==> src/arm_macros.svh <==
`ifndef ARM_MACROS_SVH
`define ARM_MACROS_SVH

// Data and address width
`define ARM_XLEN 32

// Register index width
`define ARM_RIDX 4

`define ARM_PC_STEP 4

`endif

==> src/armPkg.sv <==
`default_nettype none

package armPkg;

  // ALU operations, RSB is AluSub with swapped operands
  typedef enum logic [3:0] {
    AluAdd = 4'd0,
    AluSub = 4'd1,
    AluAnd = 4'd2,
    AluOrr = 4'd3,
    AluAdc = 4'd4,
    AluCmp = 4'd5,
    AluTst = 4'd6
  } aluOpT;

  // Immediate formats
  typedef enum logic [1:0] {
    ImmDp  = 2'd0,
    ImmMem = 2'd1,
    ImmBr  = 2'd2
  } immSrcT;

  // Execute operand source
  typedef enum logic [1:0] {
    FwdReg = 2'd0,
    FwdWb  = 2'd1,
    FwdMem = 2'd2
  } fwdSelT;

  // Matches the cond field encoding
  typedef enum logic [3:0] {
    CondEq = 4'b0000,
    CondNe = 4'b0001,
    CondAl = 4'b1110
  } condT;

endpackage

`default_nettype wire

==> src/regFile.sv <==
`timescale 1ns/1ps
`default_nettype none
`include "arm_macros.svh"

module regFile (
  input  logic                 clk,
  input  logic                 we3,
  input  logic [`ARM_RIDX-1:0] ra1,
  input  logic [`ARM_RIDX-1:0] ra2,
  input  logic [`ARM_RIDX-1:0] wa3,
  input  logic [`ARM_XLEN-1:0] wd3,
  input  logic [`ARM_XLEN-1:0] r15,
  output logic [`ARM_XLEN-1:0] rd1,
  output logic [`ARM_XLEN-1:0] rd2
);

  logic [`ARM_XLEN-1:0] rf [0:14];

  // Falling edge write lets decode read the value in the same cycle
  always_ff @(negedge clk) begin
    if (we3 && (wa3 != {`ARM_RIDX{1'b1}})) begin
      rf[wa3] <= wd3;
    end
  end

  // R15 is the PC plus 8
  assign rd1 = (ra1 == {`ARM_RIDX{1'b1}}) ? r15 : rf[ra1];
  assign rd2 = (ra2 == {`ARM_RIDX{1'b1}}) ? r15 : rf[ra2];

endmodule

`default_nettype wire

==> src/immExtend.sv <==
`timescale 1ns/1ps
`default_nettype none
`include "arm_macros.svh"

module immExtend (
  input  logic [23:0]           instr,
  input  armPkg::immSrcT        immSrc,
  output logic [`ARM_XLEN-1:0]  extImm
);

  logic [`ARM_XLEN-1:0]   imm8;
  logic [2*`ARM_XLEN-1:0] rotWide;
  logic [4:0]             rotAmt;

  assign imm8   = {{(`ARM_XLEN-8){1'b0}}, instr[7:0]};
  // Rotate right by twice the rotate field
  assign rotAmt = {instr[11:8], 1'b0};

  always_comb begin
    rotWide = {imm8, imm8} >> rotAmt;
    case (immSrc)
      armPkg::ImmDp: begin
        extImm = rotWide[`ARM_XLEN-1:0];
      end
      armPkg::ImmMem: begin
        extImm = {{(`ARM_XLEN-12){1'b0}}, instr[11:0]};
      end
      // Word offset, sign extended
      armPkg::ImmBr: begin
        extImm = {{(`ARM_XLEN-26){instr[23]}}, instr[23:0], 2'b00};
      end
      default: begin
        extImm = '0;
      end
    endcase
  end

endmodule

`default_nettype wire

==> src/alu.sv <==
`timescale 1ns/1ps
`default_nettype none
`include "arm_macros.svh"

module alu (
  input  logic [`ARM_XLEN-1:0] a,
  input  logic [`ARM_XLEN-1:0] b,
  input  armPkg::aluOpT        aluControl,
  input  logic                 carryIn,
  output logic [`ARM_XLEN-1:0] result,
  output logic [3:0]           flags,
  output logic                 noWrite
);

  logic [`ARM_XLEN-1:0] bOp;
  logic                 cIn;
  logic [`ARM_XLEN:0]   sum;
  logic                 additive;
  logic                 carry;
  logic                 overflow;

  always_comb begin
    bOp      = b;
    cIn      = 1'b0;
    additive = 1'b1;
    case (aluControl)
      armPkg::AluSub, armPkg::AluCmp: begin
        bOp = ~b;
        cIn = 1'b1;
      end
      armPkg::AluAdc: begin
        cIn = carryIn;
      end
      armPkg::AluAnd, armPkg::AluOrr, armPkg::AluTst: begin
        additive = 1'b0;
      end
      default: begin
        cIn = 1'b0;
      end
    endcase
  end

  // Carry out of a + ~b + 1 is the ARM not-borrow
  assign sum = {1'b0, a} + {1'b0, bOp} + {{`ARM_XLEN{1'b0}}, cIn};

  always_comb begin
    case (aluControl)
      armPkg::AluAnd, armPkg::AluTst: result = a & b;
      armPkg::AluOrr:                 result = a | b;
      default:                        result = sum[`ARM_XLEN-1:0];
    endcase
  end

  assign overflow = additive & (a[`ARM_XLEN-1] == bOp[`ARM_XLEN-1]) &
                    (sum[`ARM_XLEN-1] != a[`ARM_XLEN-1]);
  // Logic ops leave carry as it was
  assign carry    = additive ? sum[`ARM_XLEN] : carryIn;

  assign flags   = {result[`ARM_XLEN-1], (result == '0), carry, overflow};
  assign noWrite = (aluControl == armPkg::AluCmp) || (aluControl == armPkg::AluTst);

endmodule

`default_nettype wire

==> src/datapath.sv <==
`timescale 1ns/1ps
`default_nettype none
`include "arm_macros.svh"

module datapath (
  input  logic                 clk,
  input  logic                 rstN,
  input  logic [1:0]           regSrcD,
  input  armPkg::immSrcT       immSrcD,
  input  logic                 aluSrcE,
  input  armPkg::aluOpT        aluControlE,
  input  logic                 branchTakenE,
  input  logic                 swapE,
  input  logic                 carryInE,
  input  logic                 memToRegW,
  input  logic                 pcSrcW,
  input  logic                 regWriteW,
  output logic [`ARM_XLEN-1:0] pcF,
  input  logic [`ARM_XLEN-1:0] instrF,
  output logic [`ARM_XLEN-1:0] instrD,
  output logic [`ARM_XLEN-1:0] aluOutM,
  output logic [`ARM_XLEN-1:0] writeDataM,
  input  logic [`ARM_XLEN-1:0] readDataM,
  output logic [3:0]           aluFlagsE,
  output logic                 noWriteE,
  output logic                 match1EM,
  output logic                 match1EW,
  output logic                 match2EM,
  output logic                 match2EW,
  output logic                 match12DE,
  input  armPkg::fwdSelT       forwardAE,
  input  armPkg::fwdSelT       forwardBE,
  input  logic                 stallF,
  input  logic                 stallD,
  input  logic                 flushD,
  input  logic                 flushE
);

  logic [`ARM_XLEN-1:0] pcPlus4F, pcNextF;
  logic [`ARM_XLEN-1:0] extImmD, rd1D, rd2D;
  logic [`ARM_XLEN-1:0] rd1E, rd2E, extImmE, srcAE, writeDataE, srcBE;
  logic [`ARM_XLEN-1:0] aluAE, aluBE, aluResultE;
  logic [`ARM_XLEN-1:0] aluOutW, readDataW, resultW;
  logic [`ARM_RIDX-1:0] ra1D, ra2D, ra1E, ra2E, wa3E, wa3M, wa3W;

  // Fetch
  assign pcPlus4F = pcF + `ARM_PC_STEP;
  assign pcNextF  = branchTakenE ? aluResultE : (pcSrcW ? resultW : pcPlus4F);

  always_ff @(posedge clk or negedge rstN) begin
    if (!rstN) begin
      pcF <= '0;
    end else if (!stallF) begin
      pcF <= pcNextF;
    end
  end

  always_ff @(posedge clk or negedge rstN) begin
    if (!rstN) begin
      instrD <= '0;
    end else if (flushD) begin
      instrD <= '0;
    end else if (!stallD) begin
      instrD <= instrF;
    end
  end

  // Decode
  assign ra1D = regSrcD[0] ? {`ARM_RIDX{1'b1}} : instrD[19:16];
  assign ra2D = regSrcD[1] ? instrD[15:12] : instrD[3:0];

  // PC+4 of fetch is PC+8 of the decode instruction
  regFile u_regFile (
    .clk  (clk),
    .we3  (regWriteW),
    .ra1  (ra1D),
    .ra2  (ra2D),
    .wa3  (wa3W),
    .wd3  (resultW),
    .r15  (pcPlus4F),
    .rd1  (rd1D),
    .rd2  (rd2D)
  );

  immExtend u_immExtend (
    .instr  (instrD[23:0]),
    .immSrc (immSrcD),
    .extImm (extImmD)
  );

  // Execute
  always_ff @(posedge clk) begin
    rd1E    <= rd1D;
    rd2E    <= rd2D;
    extImmE <= extImmD;
  end

  always_ff @(posedge clk or negedge rstN) begin
    if (!rstN) begin
      ra1E <= '0;
      ra2E <= '0;
      wa3E <= '0;
    end else if (flushE) begin
      ra1E <= '0;
      ra2E <= '0;
      wa3E <= '0;
    end else begin
      ra1E <= ra1D;
      ra2E <= ra2D;
      wa3E <= instrD[15:12];
    end
  end

  always_comb begin
    case (forwardAE)
      armPkg::FwdWb:  srcAE = resultW;
      armPkg::FwdMem: srcAE = aluOutM;
      default:        srcAE = rd1E;
    endcase
    case (forwardBE)
      armPkg::FwdWb:  writeDataE = resultW;
      armPkg::FwdMem: writeDataE = aluOutM;
      default:        writeDataE = rd2E;
    endcase
  end

  assign srcBE = aluSrcE ? extImmE : writeDataE;
  // Swap for RSB
  assign aluAE = swapE ? srcBE : srcAE;
  assign aluBE = swapE ? srcAE : srcBE;

  alu u_alu (
    .a          (aluAE),
    .b          (aluBE),
    .aluControl (aluControlE),
    .carryIn    (carryInE),
    .result     (aluResultE),
    .flags      (aluFlagsE),
    .noWrite    (noWriteE)
  );

  // Memory
  always_ff @(posedge clk) begin
    aluOutM    <= aluResultE;
    writeDataM <= writeDataE;
  end

  // Writeback
  always_ff @(posedge clk) begin
    aluOutW   <= aluOutM;
    readDataW <= readDataM;
  end

  always_ff @(posedge clk or negedge rstN) begin
    if (!rstN) begin
      wa3M <= '0;
      wa3W <= '0;
    end else begin
      wa3M <= wa3E;
      wa3W <= wa3M;
    end
  end

  assign resultW = memToRegW ? readDataW : aluOutW;

  // Register match flags for the hazard unit
  assign match1EM  = (wa3M == ra1E);
  assign match1EW  = (wa3W == ra1E);
  assign match2EM  = (wa3M == ra2E);
  assign match2EW  = (wa3W == ra2E);
  assign match12DE = (wa3E == ra1D) | (wa3E == ra2D);

endmodule

`default_nettype wire

==> src/controller.sv <==
`timescale 1ns/1ps
`default_nettype none
`include "arm_macros.svh"

module controller (
  input  logic                 clk,
  input  logic                 rstN,
  input  logic [`ARM_XLEN-1:0] instrD,
  input  logic [3:0]           aluFlagsE,
  input  logic                 noWriteE,
  input  logic                 flushE,
  output logic [1:0]           regSrcD,
  output armPkg::immSrcT       immSrcD,
  output logic                 aluSrcE,
  output armPkg::aluOpT        aluControlE,
  output logic                 swapE,
  output logic                 carryInE,
  output logic                 branchTakenE,
  output logic                 memToRegE,
  output logic                 regWriteM,
  output logic                 memWriteM,
  output logic                 regWriteW,
  output logic                 memToRegW,
  output logic                 pcSrcW
);

  logic          regWriteD, memWriteD, memToRegD, branchD, aluSrcD;
  logic          flagWriteD, swapD, pcSrcD;
  armPkg::aluOpT aluControlD;
  logic          regWriteE, memWriteE, branchE, flagWriteE, pcSrcE;
  armPkg::condT  condE;
  logic          condPassE, keepE;
  logic          memToRegM, pcSrcM;
  logic [3:0]    nzcv;

  // Decode of op, funct and cmd
  always_comb begin
    regWriteD   = 1'b0;
    memWriteD   = 1'b0;
    memToRegD   = 1'b0;
    branchD     = 1'b0;
    aluSrcD     = 1'b0;
    flagWriteD  = 1'b0;
    swapD       = 1'b0;
    regSrcD     = 2'b00;
    immSrcD     = armPkg::ImmDp;
    aluControlD = armPkg::AluAdd;
    case (instrD[27:26])
      2'b00: begin
        regWriteD  = 1'b1;
        aluSrcD    = instrD[25];
        flagWriteD = instrD[20];
        case (instrD[24:21])
          4'b0100: aluControlD = armPkg::AluAdd;
          4'b0010: aluControlD = armPkg::AluSub;
          4'b0011: begin
            aluControlD = armPkg::AluSub;
            swapD       = 1'b1;
          end
          4'b0000: aluControlD = armPkg::AluAnd;
          4'b1100: aluControlD = armPkg::AluOrr;
          4'b0101: aluControlD = armPkg::AluAdc;
          4'b1010: aluControlD = armPkg::AluCmp;
          4'b1000: aluControlD = armPkg::AluTst;
          default: begin
            regWriteD  = 1'b0;
            flagWriteD = 1'b0;
          end
        endcase
      end
      2'b01: begin
        aluSrcD     = 1'b1;
        immSrcD     = armPkg::ImmMem;
        // U bit picks offset direction
        aluControlD = instrD[23] ? armPkg::AluAdd : armPkg::AluSub;
        if (instrD[20]) begin
          regWriteD = 1'b1;
          memToRegD = 1'b1;
        end else begin
          memWriteD = 1'b1;
          regSrcD   = 2'b10;
        end
      end
      2'b10: begin
        branchD = 1'b1;
        aluSrcD = 1'b1;
        regSrcD = 2'b01;
        immSrcD = armPkg::ImmBr;
      end
      default: begin
        regSrcD = 2'b00;
      end
    endcase
  end

  // Write to R15 redirects the PC at writeback
  assign pcSrcD = regWriteD & (instrD[15:12] == 4'hF);

  always_ff @(posedge clk or negedge rstN) begin
    if (!rstN) begin
      regWriteE   <= 1'b0;
      memWriteE   <= 1'b0;
      memToRegE   <= 1'b0;
      branchE     <= 1'b0;
      aluSrcE     <= 1'b0;
      flagWriteE  <= 1'b0;
      swapE       <= 1'b0;
      pcSrcE      <= 1'b0;
      aluControlE <= armPkg::AluAdd;
      condE       <= armPkg::CondEq;
    end else if (flushE) begin
      regWriteE   <= 1'b0;
      memWriteE   <= 1'b0;
      memToRegE   <= 1'b0;
      branchE     <= 1'b0;
      aluSrcE     <= 1'b0;
      flagWriteE  <= 1'b0;
      swapE       <= 1'b0;
      pcSrcE      <= 1'b0;
      aluControlE <= armPkg::AluAdd;
      condE       <= armPkg::CondEq;
    end else begin
      regWriteE   <= regWriteD;
      memWriteE   <= memWriteD;
      memToRegE   <= memToRegD;
      branchE     <= branchD;
      aluSrcE     <= aluSrcD;
      flagWriteE  <= flagWriteD;
      swapE       <= swapD;
      pcSrcE      <= pcSrcD;
      aluControlE <= aluControlD;
      condE       <= armPkg::condT'(instrD[31:28]);
    end
  end

  always_comb begin
    case (condE)
      armPkg::CondEq: condPassE = nzcv[2];
      armPkg::CondNe: condPassE = ~nzcv[2];
      armPkg::CondAl: condPassE = 1'b1;
      default:        condPassE = 1'b0;
    endcase
  end

  assign keepE        = condPassE & ~noWriteE;
  assign branchTakenE = branchE & keepE;
  assign carryInE     = nzcv[1];

  always_ff @(posedge clk or negedge rstN) begin
    if (!rstN) begin
      nzcv <= 4'b0000;
    end else if (flagWriteE && condPassE) begin
      nzcv <= aluFlagsE;
    end
  end

  always_ff @(posedge clk or negedge rstN) begin
    if (!rstN) begin
      regWriteM <= 1'b0;
      memWriteM <= 1'b0;
      memToRegM <= 1'b0;
      pcSrcM    <= 1'b0;
      regWriteW <= 1'b0;
      memToRegW <= 1'b0;
      pcSrcW    <= 1'b0;
    end else begin
      regWriteM <= regWriteE & keepE;
      memWriteM <= memWriteE & keepE;
      memToRegM <= memToRegE;
      pcSrcM    <= pcSrcE & keepE;
      regWriteW <= regWriteM;
      memToRegW <= memToRegM;
      pcSrcW    <= pcSrcM;
    end
  end

endmodule

`default_nettype wire

==> src/hazardUnit.sv <==
`timescale 1ns/1ps
`default_nettype none

module hazardUnit (
  input  logic           match1EM,
  input  logic           match1EW,
  input  logic           match2EM,
  input  logic           match2EW,
  input  logic           match12DE,
  input  logic           regWriteM,
  input  logic           regWriteW,
  input  logic           memToRegE,
  input  logic           branchTakenE,
  output armPkg::fwdSelT forwardAE,
  output armPkg::fwdSelT forwardBE,
  output logic           stallF,
  output logic           stallD,
  output logic           flushD,
  output logic           flushE
);

  logic ldrStall;

  // Memory stage has the newer value
  assign forwardAE = (match1EM && regWriteM) ? armPkg::FwdMem :
                     (match1EW && regWriteW) ? armPkg::FwdWb  : armPkg::FwdReg;
  assign forwardBE = (match2EM && regWriteM) ? armPkg::FwdMem :
                     (match2EW && regWriteW) ? armPkg::FwdWb  : armPkg::FwdReg;

  // Load in execute feeding decode
  assign ldrStall = match12DE & memToRegE;

  assign stallF = ldrStall;
  assign stallD = ldrStall;
  assign flushD = branchTakenE;
  assign flushE = ldrStall | branchTakenE;

endmodule

`default_nettype wire

==> src/armPipeline.sv <==
`timescale 1ns/1ps
`default_nettype none
`include "arm_macros.svh"

module armPipeline (
  input  logic                 clk,
  input  logic                 rstN,
  output logic [`ARM_XLEN-1:0] pcF,
  input  logic [`ARM_XLEN-1:0] instrF,
  output logic [`ARM_XLEN-1:0] aluOutM,
  output logic [`ARM_XLEN-1:0] writeDataM,
  output logic                 memWriteM,
  input  logic [`ARM_XLEN-1:0] readDataM
);

  logic [1:0]           regSrcD;
  armPkg::immSrcT       immSrcD;
  armPkg::aluOpT        aluControlE;
  armPkg::fwdSelT       forwardAE, forwardBE;
  logic [`ARM_XLEN-1:0] instrD;
  logic [3:0]           aluFlagsE;
  logic                 aluSrcE, swapE, carryInE, branchTakenE, memToRegE, noWriteE;
  logic                 regWriteM, regWriteW, memToRegW, pcSrcW;
  logic                 match1EM, match1EW, match2EM, match2EW, match12DE;
  logic                 stallF, stallD, flushD, flushE;

  controller u_controller (
    .clk (clk), .rstN (rstN), .instrD (instrD), .aluFlagsE (aluFlagsE),
    .noWriteE (noWriteE), .flushE (flushE), .regSrcD (regSrcD), .immSrcD (immSrcD),
    .aluSrcE (aluSrcE), .aluControlE (aluControlE), .swapE (swapE),
    .carryInE (carryInE), .branchTakenE (branchTakenE), .memToRegE (memToRegE),
    .regWriteM (regWriteM), .memWriteM (memWriteM), .regWriteW (regWriteW),
    .memToRegW (memToRegW), .pcSrcW (pcSrcW)
  );

  datapath u_datapath (
    .clk (clk), .rstN (rstN), .regSrcD (regSrcD), .immSrcD (immSrcD),
    .aluSrcE (aluSrcE), .aluControlE (aluControlE), .branchTakenE (branchTakenE),
    .swapE (swapE), .carryInE (carryInE), .memToRegW (memToRegW), .pcSrcW (pcSrcW),
    .regWriteW (regWriteW), .pcF (pcF), .instrF (instrF), .instrD (instrD),
    .aluOutM (aluOutM), .writeDataM (writeDataM), .readDataM (readDataM),
    .aluFlagsE (aluFlagsE), .noWriteE (noWriteE), .match1EM (match1EM),
    .match1EW (match1EW), .match2EM (match2EM), .match2EW (match2EW),
    .match12DE (match12DE), .forwardAE (forwardAE), .forwardBE (forwardBE),
    .stallF (stallF), .stallD (stallD), .flushD (flushD), .flushE (flushE)
  );

  hazardUnit u_hazardUnit (
    .match1EM (match1EM), .match1EW (match1EW), .match2EM (match2EM),
    .match2EW (match2EW), .match12DE (match12DE), .regWriteM (regWriteM),
    .regWriteW (regWriteW), .memToRegE (memToRegE), .branchTakenE (branchTakenE),
    .forwardAE (forwardAE), .forwardBE (forwardBE), .stallF (stallF),
    .stallD (stallD), .flushD (flushD), .flushE (flushE)
  );

endmodule

`default_nettype wire

==> config.mk <==
export PLATFORM = sky130hd
export DESIGN_NAME = armPipeline
export DESIGN_NICKNAME = d
export VERILOG_FILES = /design/src/armPkg.sv /design/src/regFile.sv /design/src/immExtend.sv /design/src/alu.sv /design/src/datapath.sv /design/src/controller.sv /design/src/hazardUnit.sv /design/src/armPipeline.sv
export VERILOG_INCLUDE_DIRS = /design/src /design/src/src
export SDC_FILE = /design/constraint.sdc
export NUM_CORES = 2
export LEC_CHECK = 0
export BUFFER_PORTS_ARGS = -buffer_cell sky130_fd_sc_hd__buf_2
export CORE_AREA = 3 3 284 286
export DETAILED_ROUTE_END_ITERATION = 10
export DIE_AREA = 0 0 287 289
export PLACE_DENSITY = 0.74
export SETUP_SLACK_MARGIN = 0.15
export SLEW_MARGIN = 25
export SYNTH_ARGS = -nofsm -noshare
export SYNTH_HDL_FRONTEND = slang
export SYNTH_SLANG_ARGS = --single-unit
==> constraint.sdc <==
create_clock -name clk -period 11.2 [get_ports clk]
set_input_delay 1.12 -clock clk [delete_from_list [all_inputs] [get_ports clk]]
set_output_delay 1.12 -clock clk [all_outputs]
set_load 0.02 [all_outputs]
### Word level (Yosys, flattened, before mapping)

Memory sizes are Yosys's and may differ from the RTL's.
Cells that the tools add are included.

* flip-flop bits (word level): 334
* RAM bits: 480
* input port bits: 66
* output and inout port bits: 97
* memories kept: 1
* word-level logic and storage cells: 167

Memory list
* u_datapath.u_regFile.rf: words 15, bits a word 32, rd ports 2, clocked after Yosys merged registers in 0, write ports 1, RTL line regFile.sv:17 `` logic [`ARM_XLEN-1:0] rf [0:14]; ``

* bitwise gates (word level): 17
* mux-type cells: 57
* reduce and logical (&&, ||, !) cells: 19
* shift-type cells: 1
* add/sub/neg operators: 3
* equal/unequal tests: 36

Operators by type and width (count)
* 32-bit two-way mux: 11
* 32-bit case mux with 2 select lines: 3
* 32-bit case mux with 3 select lines: 1
* 40-bit by 5-bit right shift with 32-bit output: 1
* 32-bit by 32-bit adder with 33-bit output: 1
* 33-bit by 1-bit adder with 33-bit output: 1
* 32-bit by 3-bit adder with 32-bit output (second input constant): 1
* 32-bit AND: 1
* 32-bit zero test: 1
* 32-bit NOT: 1
* 32-bit OR: 1
* 4-bit equality test (second input constant): 7
* 4-bit two-way mux: 7
* 4-bit equality test: 6
* 1-bit two-way mux: 24
* 4-bit by 3-bit equality test with 1-bit output (second input constant): 5
* 3-bit case mux with 6 select lines: 1
* 4-bit by 2-bit equality test with 1-bit output (second input constant): 4
* 1-bit AND: 9
* 2-bit by 1-bit equality test with 1-bit output (second input constant): 4
* 2-bit equality test (second input constant): 4
* 4-bit by 1-bit equality test with 1-bit output (second input constant): 2
* 4-bit zero test: 2
* 2-bit case mux with 2 select lines: 2
* other kinds (17): 33

### Logic depth before layout (Yosys ltp)

* depth after elaboration: 14
* depth in mapped cells: 25
* mapped depth without buffers: 22

### Cells and area by module

From an unflattened synthesis, not the netlist that was laid out.

* cell total of the unflattened synthesis: 3283
* area total of the unflattened synthesis: 40650.2 um2

By module, submodules not included
* regFile: area each 23147.2 um2, cells an instance 1397, instances 1, sequential area each 14413.8 um2
* datapath: area each 12365.6 um2, cells an instance 1181, instances 1, sequential area each 6586.3 um2
* alu: area each 3270.6 um2, cells an instance 485, instances 1, sequential area each 0.0 um2
* controller: area each 1003.5 um2, cells an instance 78, instances 1, sequential area each 600.6 um2
* immExtend: area each 805.8 um2, cells an instance 132, instances 1, sequential area each 0.0 um2
* hazardUnit: area each 57.6 um2, cells an instance 10, instances 1, sequential area each 0.0 um2

==> impl.org <==
** Die
- In this run the core area contains between 100 and 150 standard-cell rows.
- Once the floorplan was initialized, standard cells occupied 50.8% of the core.
- The region available for standard cell placement spans 78600 sq um.
- The floorplan step set the die height to about 290 microns.
- Chip width :: ~290 microns
- Number of top-level pins :: between 150 and 200
- Total die area :: between 80000 and 90000 sq um

** Finish
- In the final layout, the share of cells above drive strength 1 is roughly an eighth.
- Number of nets in the finished design :: between 4000 and 5000
- Post-route non-filler standard cell count :: roughly 5500
- Leaving out fill and tap cells, the most frequent cell in the layout is sky130_fd_sc_hd__nand2_1.
- Post-route design area :: around 47000 sq um
- Most frequent cells in the layout :: 616 x sky130_fd_sc_hd__nand2_1, 526 x sky130_fd_sc_hd__inv_1, 480 x sky130_fd_sc_hd__edfxtp_1
- Compared with the post-synthesis result, the final layout area differs by 16.5%.

** Synth
- Share of synthesized area occupied by flip-flops and latches :: a little over half
- Most frequently used flop master after synthesis :: sky130_fd_sc_hd__edfxtp_1
- Synthesized area divided by synthesized cell count :: between 10 and 15 sq um
- In the synthesized netlist the async set-or-reset flop fraction comes to about an eighth.
- Total nets after synthesis :: roughly 3900
- Number of distinct library cell variants in the gate-level netlist after synthesis :: 92
- Synthesis produced a netlist whose cell count is 3835.
- Number of synthesized flops with an enable pin :: 480
- The Yosys step of the flow raised 0 warnings.
- Combined area of all synthesized cells :: between 30000 and 40000 sq um
- Synthesized flop and latch total :: 812

** Clocking
- Clock tree root buffer cell :: sky130_fd_sc_hd__clkbuf_16
- After clock tree synthesis, the clock-pin slew on the worst setup and hold paths is around 70 ps.
- Number of setup buffers added after CTS :: 0
- The clock drives 812 sinks.
- TritonCTS clock tree :: yes
- No sink is reached through more buffers than the 3 on the longest clock path.
- Number of clock buffers inserted by TritonCTS :: 85
- CTS hold repair buffers :: 0
- The H-tree generated during clock tree synthesis spans 3 levels.
- For the worst-skew pair, the clock arrives at the later sink with an insertion delay of 710 ps.
- Cells resized by post-CTS repair :: 0

** Global routing
- The initial antenna violation count is 7.
- GRT Residual Overflow :: 0
- Via count of the first global-routing pass :: between 30000 and 40000
- Entering global routing, the biggest net connects between 100 and 150 pins.
- The first global-routing pass estimated between 200000 and 250000 microns of wire.
- Combined global-route utilization of all metal layers :: about a third

** Drt
- For this block, the initial DRC count from the detailed router was about 5400.
- In the routed layout, each cell is associated on average with a via count of roughly 6.5.
- Remaining antenna violation count :: 0
- After detailed routing, the average wire length per cell comes to roughly 26 microns.
- Vias :: around 35000
- The final layout contains routed wiring with a total length of about 140000 microns.
- In the routed design, unresolved DRC markers number 2.
- First-pass detailed-route iteration total :: 11

** Flow run
- Number of max-cap violations :: 0

** Critical path
- Data on the critical path is required at its endpoint by roughly 6000 ps.
- Kind of critical path :: register to register
- The worst setup path is captured at a register.
- At the worst endpoint, the arrival time is approximately 2800 ps.
- In this run the worst path has a maximum fanout of 32.
- The worst setup path is launched from a register.

** Run status
- Status :: complete, but fails checks
- The checks that failed: DRC.

** STA
- Headroom to the max-slew limit came out at between 20% and 30%.
- Setup violations remaining at the end of the flow were counted as 0.
- RSZ-0062 raised after global routing :: no
- Setup total negative slack on the finished layout was measured at 0 ps.
- Transition time at the pin with the least slew margin :: 1110 ps
- The final-report max-slew violation count came to 0.
- Worst setup skew after layout :: a little under 60 ps
- Number of hold-slack violations in the final timing report :: 0

** Power and ir drop
- PD cells :: approximately 250 nW/um^2
- IR analysis of the VDD net gives a maximum drop of 0.000143 V.
- Leakage component of the power :: 19.4 nW

** Place
- Counting tap cells, the placed design contains a total of ~4800 instances.
- The congestion estimate from routability-driven global placement came to approximately 1.
- HPWL after DPL :: 91000 microns
- The placed instances occupy a cell area of around 42000 sq um.
- Port buffering added around 160 buffers.

** Min path
- Worst hold path class :: register to register
worst max-delay path, cell delays in order (launching register included):
cell	delay, ps
sky130_fd_sc_hd__dfrtp_2	1030
sky130_fd_sc_hd__mux2i_1	690
sky130_fd_sc_hd__inv_1	410
layout make-up:
type                    count  area [sq um]
diodes                      5          12.5
fillers                  6337         32100
clock inverters           535          2370
repair buffers            243          1460
well taps                1050          1310
multi-input cells        2679         17200
flip-flops and latches    812         21600
clock buffers             103          2400
inverters                  43           161
cell families after synthesis:
kind of cell / share of synthesized area, %
mux: 8.97
simple gates: 13.3
xor+xnor: 2.35
fa+ha+maj: 1.34
flops: 54.1
buf+inv: 3.43
compound gates: 16.5
cell usage after synthesis (14+ instances only):
master,number,area (sq um)
sky130_fd_sc_hd__a31oi_1,83,519
sky130_fd_sc_hd__edfxtp_1,480,14400
sky130_fd_sc_hd__nor3_1,43,215
sky130_fd_sc_hd__dfxtp_1,224,4480
sky130_fd_sc_hd__mux2i_1,233,2330
sky130_fd_sc_hd__nor2_1,278,1040
sky130_fd_sc_hd__buf_1,41,154
sky130_fd_sc_hd__nand2_1,616,2310
sky130_fd_sc_hd__a221oi_1,20,175
sky130_fd_sc_hd__a22oi_1,34,255
sky130_fd_sc_hd__o221ai_1,82,718
sky130_fd_sc_hd__xor2_1,37,324
sky130_fd_sc_hd__a211o_1,15,131
sky130_fd_sc_hd__and2_1,21,131
sky130_fd_sc_hd__dfrtp_1,108,2700
sky130_fd_sc_hd__a21o_1,17,128
sky130_fd_sc_hd__xnor2_1,70,613
sky130_fd_sc_hd__nand3_1,93,465
sky130_fd_sc_hd__and3_1,85,532
sky130_fd_sc_hd__a211oi_1,14,105
sky130_fd_sc_hd__mux2_2,68,766
sky130_fd_sc_hd__ha_1,38,475
sky130_fd_sc_hd__a21oi_1,239,1200
sky130_fd_sc_hd__buf_2,22,110
sky130_fd_sc_hd__mux4_2,21,473
sky130_fd_sc_hd__o211ai_1,16,120
sky130_fd_sc_hd__o31ai_1,28,210
sky130_fd_sc_hd__a311oi_1,98,858
sky130_fd_sc_hd__o22ai_1,21,131
sky130_fd_sc_hd__inv_1,43,161
sky130_fd_sc_hd__clkbuf_1,230,863
sky130_fd_sc_hd__nand2b_1,22,138
sky130_fd_sc_hd__o21ai_0,201,1010
sky130_fd_sc_hd__o311ai_0,25,219
sequential cells by signal (all words and copies together), names as in the netlist, 32 cells and up:
name,flops
u_datapath.readDataW,32
u_datapath.rd2E,32
u_datapath.aluOutW,32
u_datapath.u_regFile.rf,480
u_datapath.pcF,32
u_datapath.aluOutM,32
u_datapath.writeDataM,32
u_datapath.rd1E,32
u_datapath.extImmE,32
u_datapath.instrD,32
routing by layer:
layer	share of wire (%)	wire length, microns	track usage (%)
met1	35	50500	42.0
met2	44	63600	51.3
met3	14	20200	9.60
met4	7.3	10500	24.2
met5	0.017	24	0
worst paths after layout:
path                                                       endpoint  slack (ps)                             start  cells past startpoint
max in group asynchronous          u_controller.memToRegW$_DFF_PN0_        9390                              rstN                      2
hold reg to reg                       u_controller.pcSrcW$_DFF_PN0_         360     u_controller.pcSrcM$_DFF_PN0_                      0
setup / recovery           u_datapath.u_regFile.rf[4][31]$_DFFE_NP_        3100  u_controller.memToRegW$_DFF_PN0_                      2
min in group asynchronous          u_datapath.instrD[5]$_DFFE_PN0P_         520                              rstN                      1
hold / removal                        u_controller.pcSrcW$_DFF_PN0_         360     u_controller.pcSrcM$_DFF_PN0_                      0
setup reg to reg           u_datapath.u_regFile.rf[4][31]$_DFFE_NP_        3100  u_controller.memToRegW$_DFF_PN0_                      2
metrics by stage:
| step | hold slack (ps) | setup slack, ps | power [mW] | utilization, % |
|---|---|---|---|---|
| final | 362 | 3100 | 11.4 | 59.2 |
| after global routing | 364 | 3070 | 11.9 | 59.2 |
| after CTS | 362 | 3220 | 11.2 | 59.2 |
| after detailed placement | 347 | 3240 | 7.84 | 53.1 |
| after global placement | 335 | 3290 | 7.80 | 53.1 |
| after floorplan | 331 | 1920 | 6.48 | - |
where the power goes:
group / switching, mW / internal, mW
Combinational: 2.45 / 1.10
Sequential: 0.430 / 3.78
Clock: 1.76 / 1.91
Total: 4.64 / 6.80
Power figures use the tool's default switching activity.
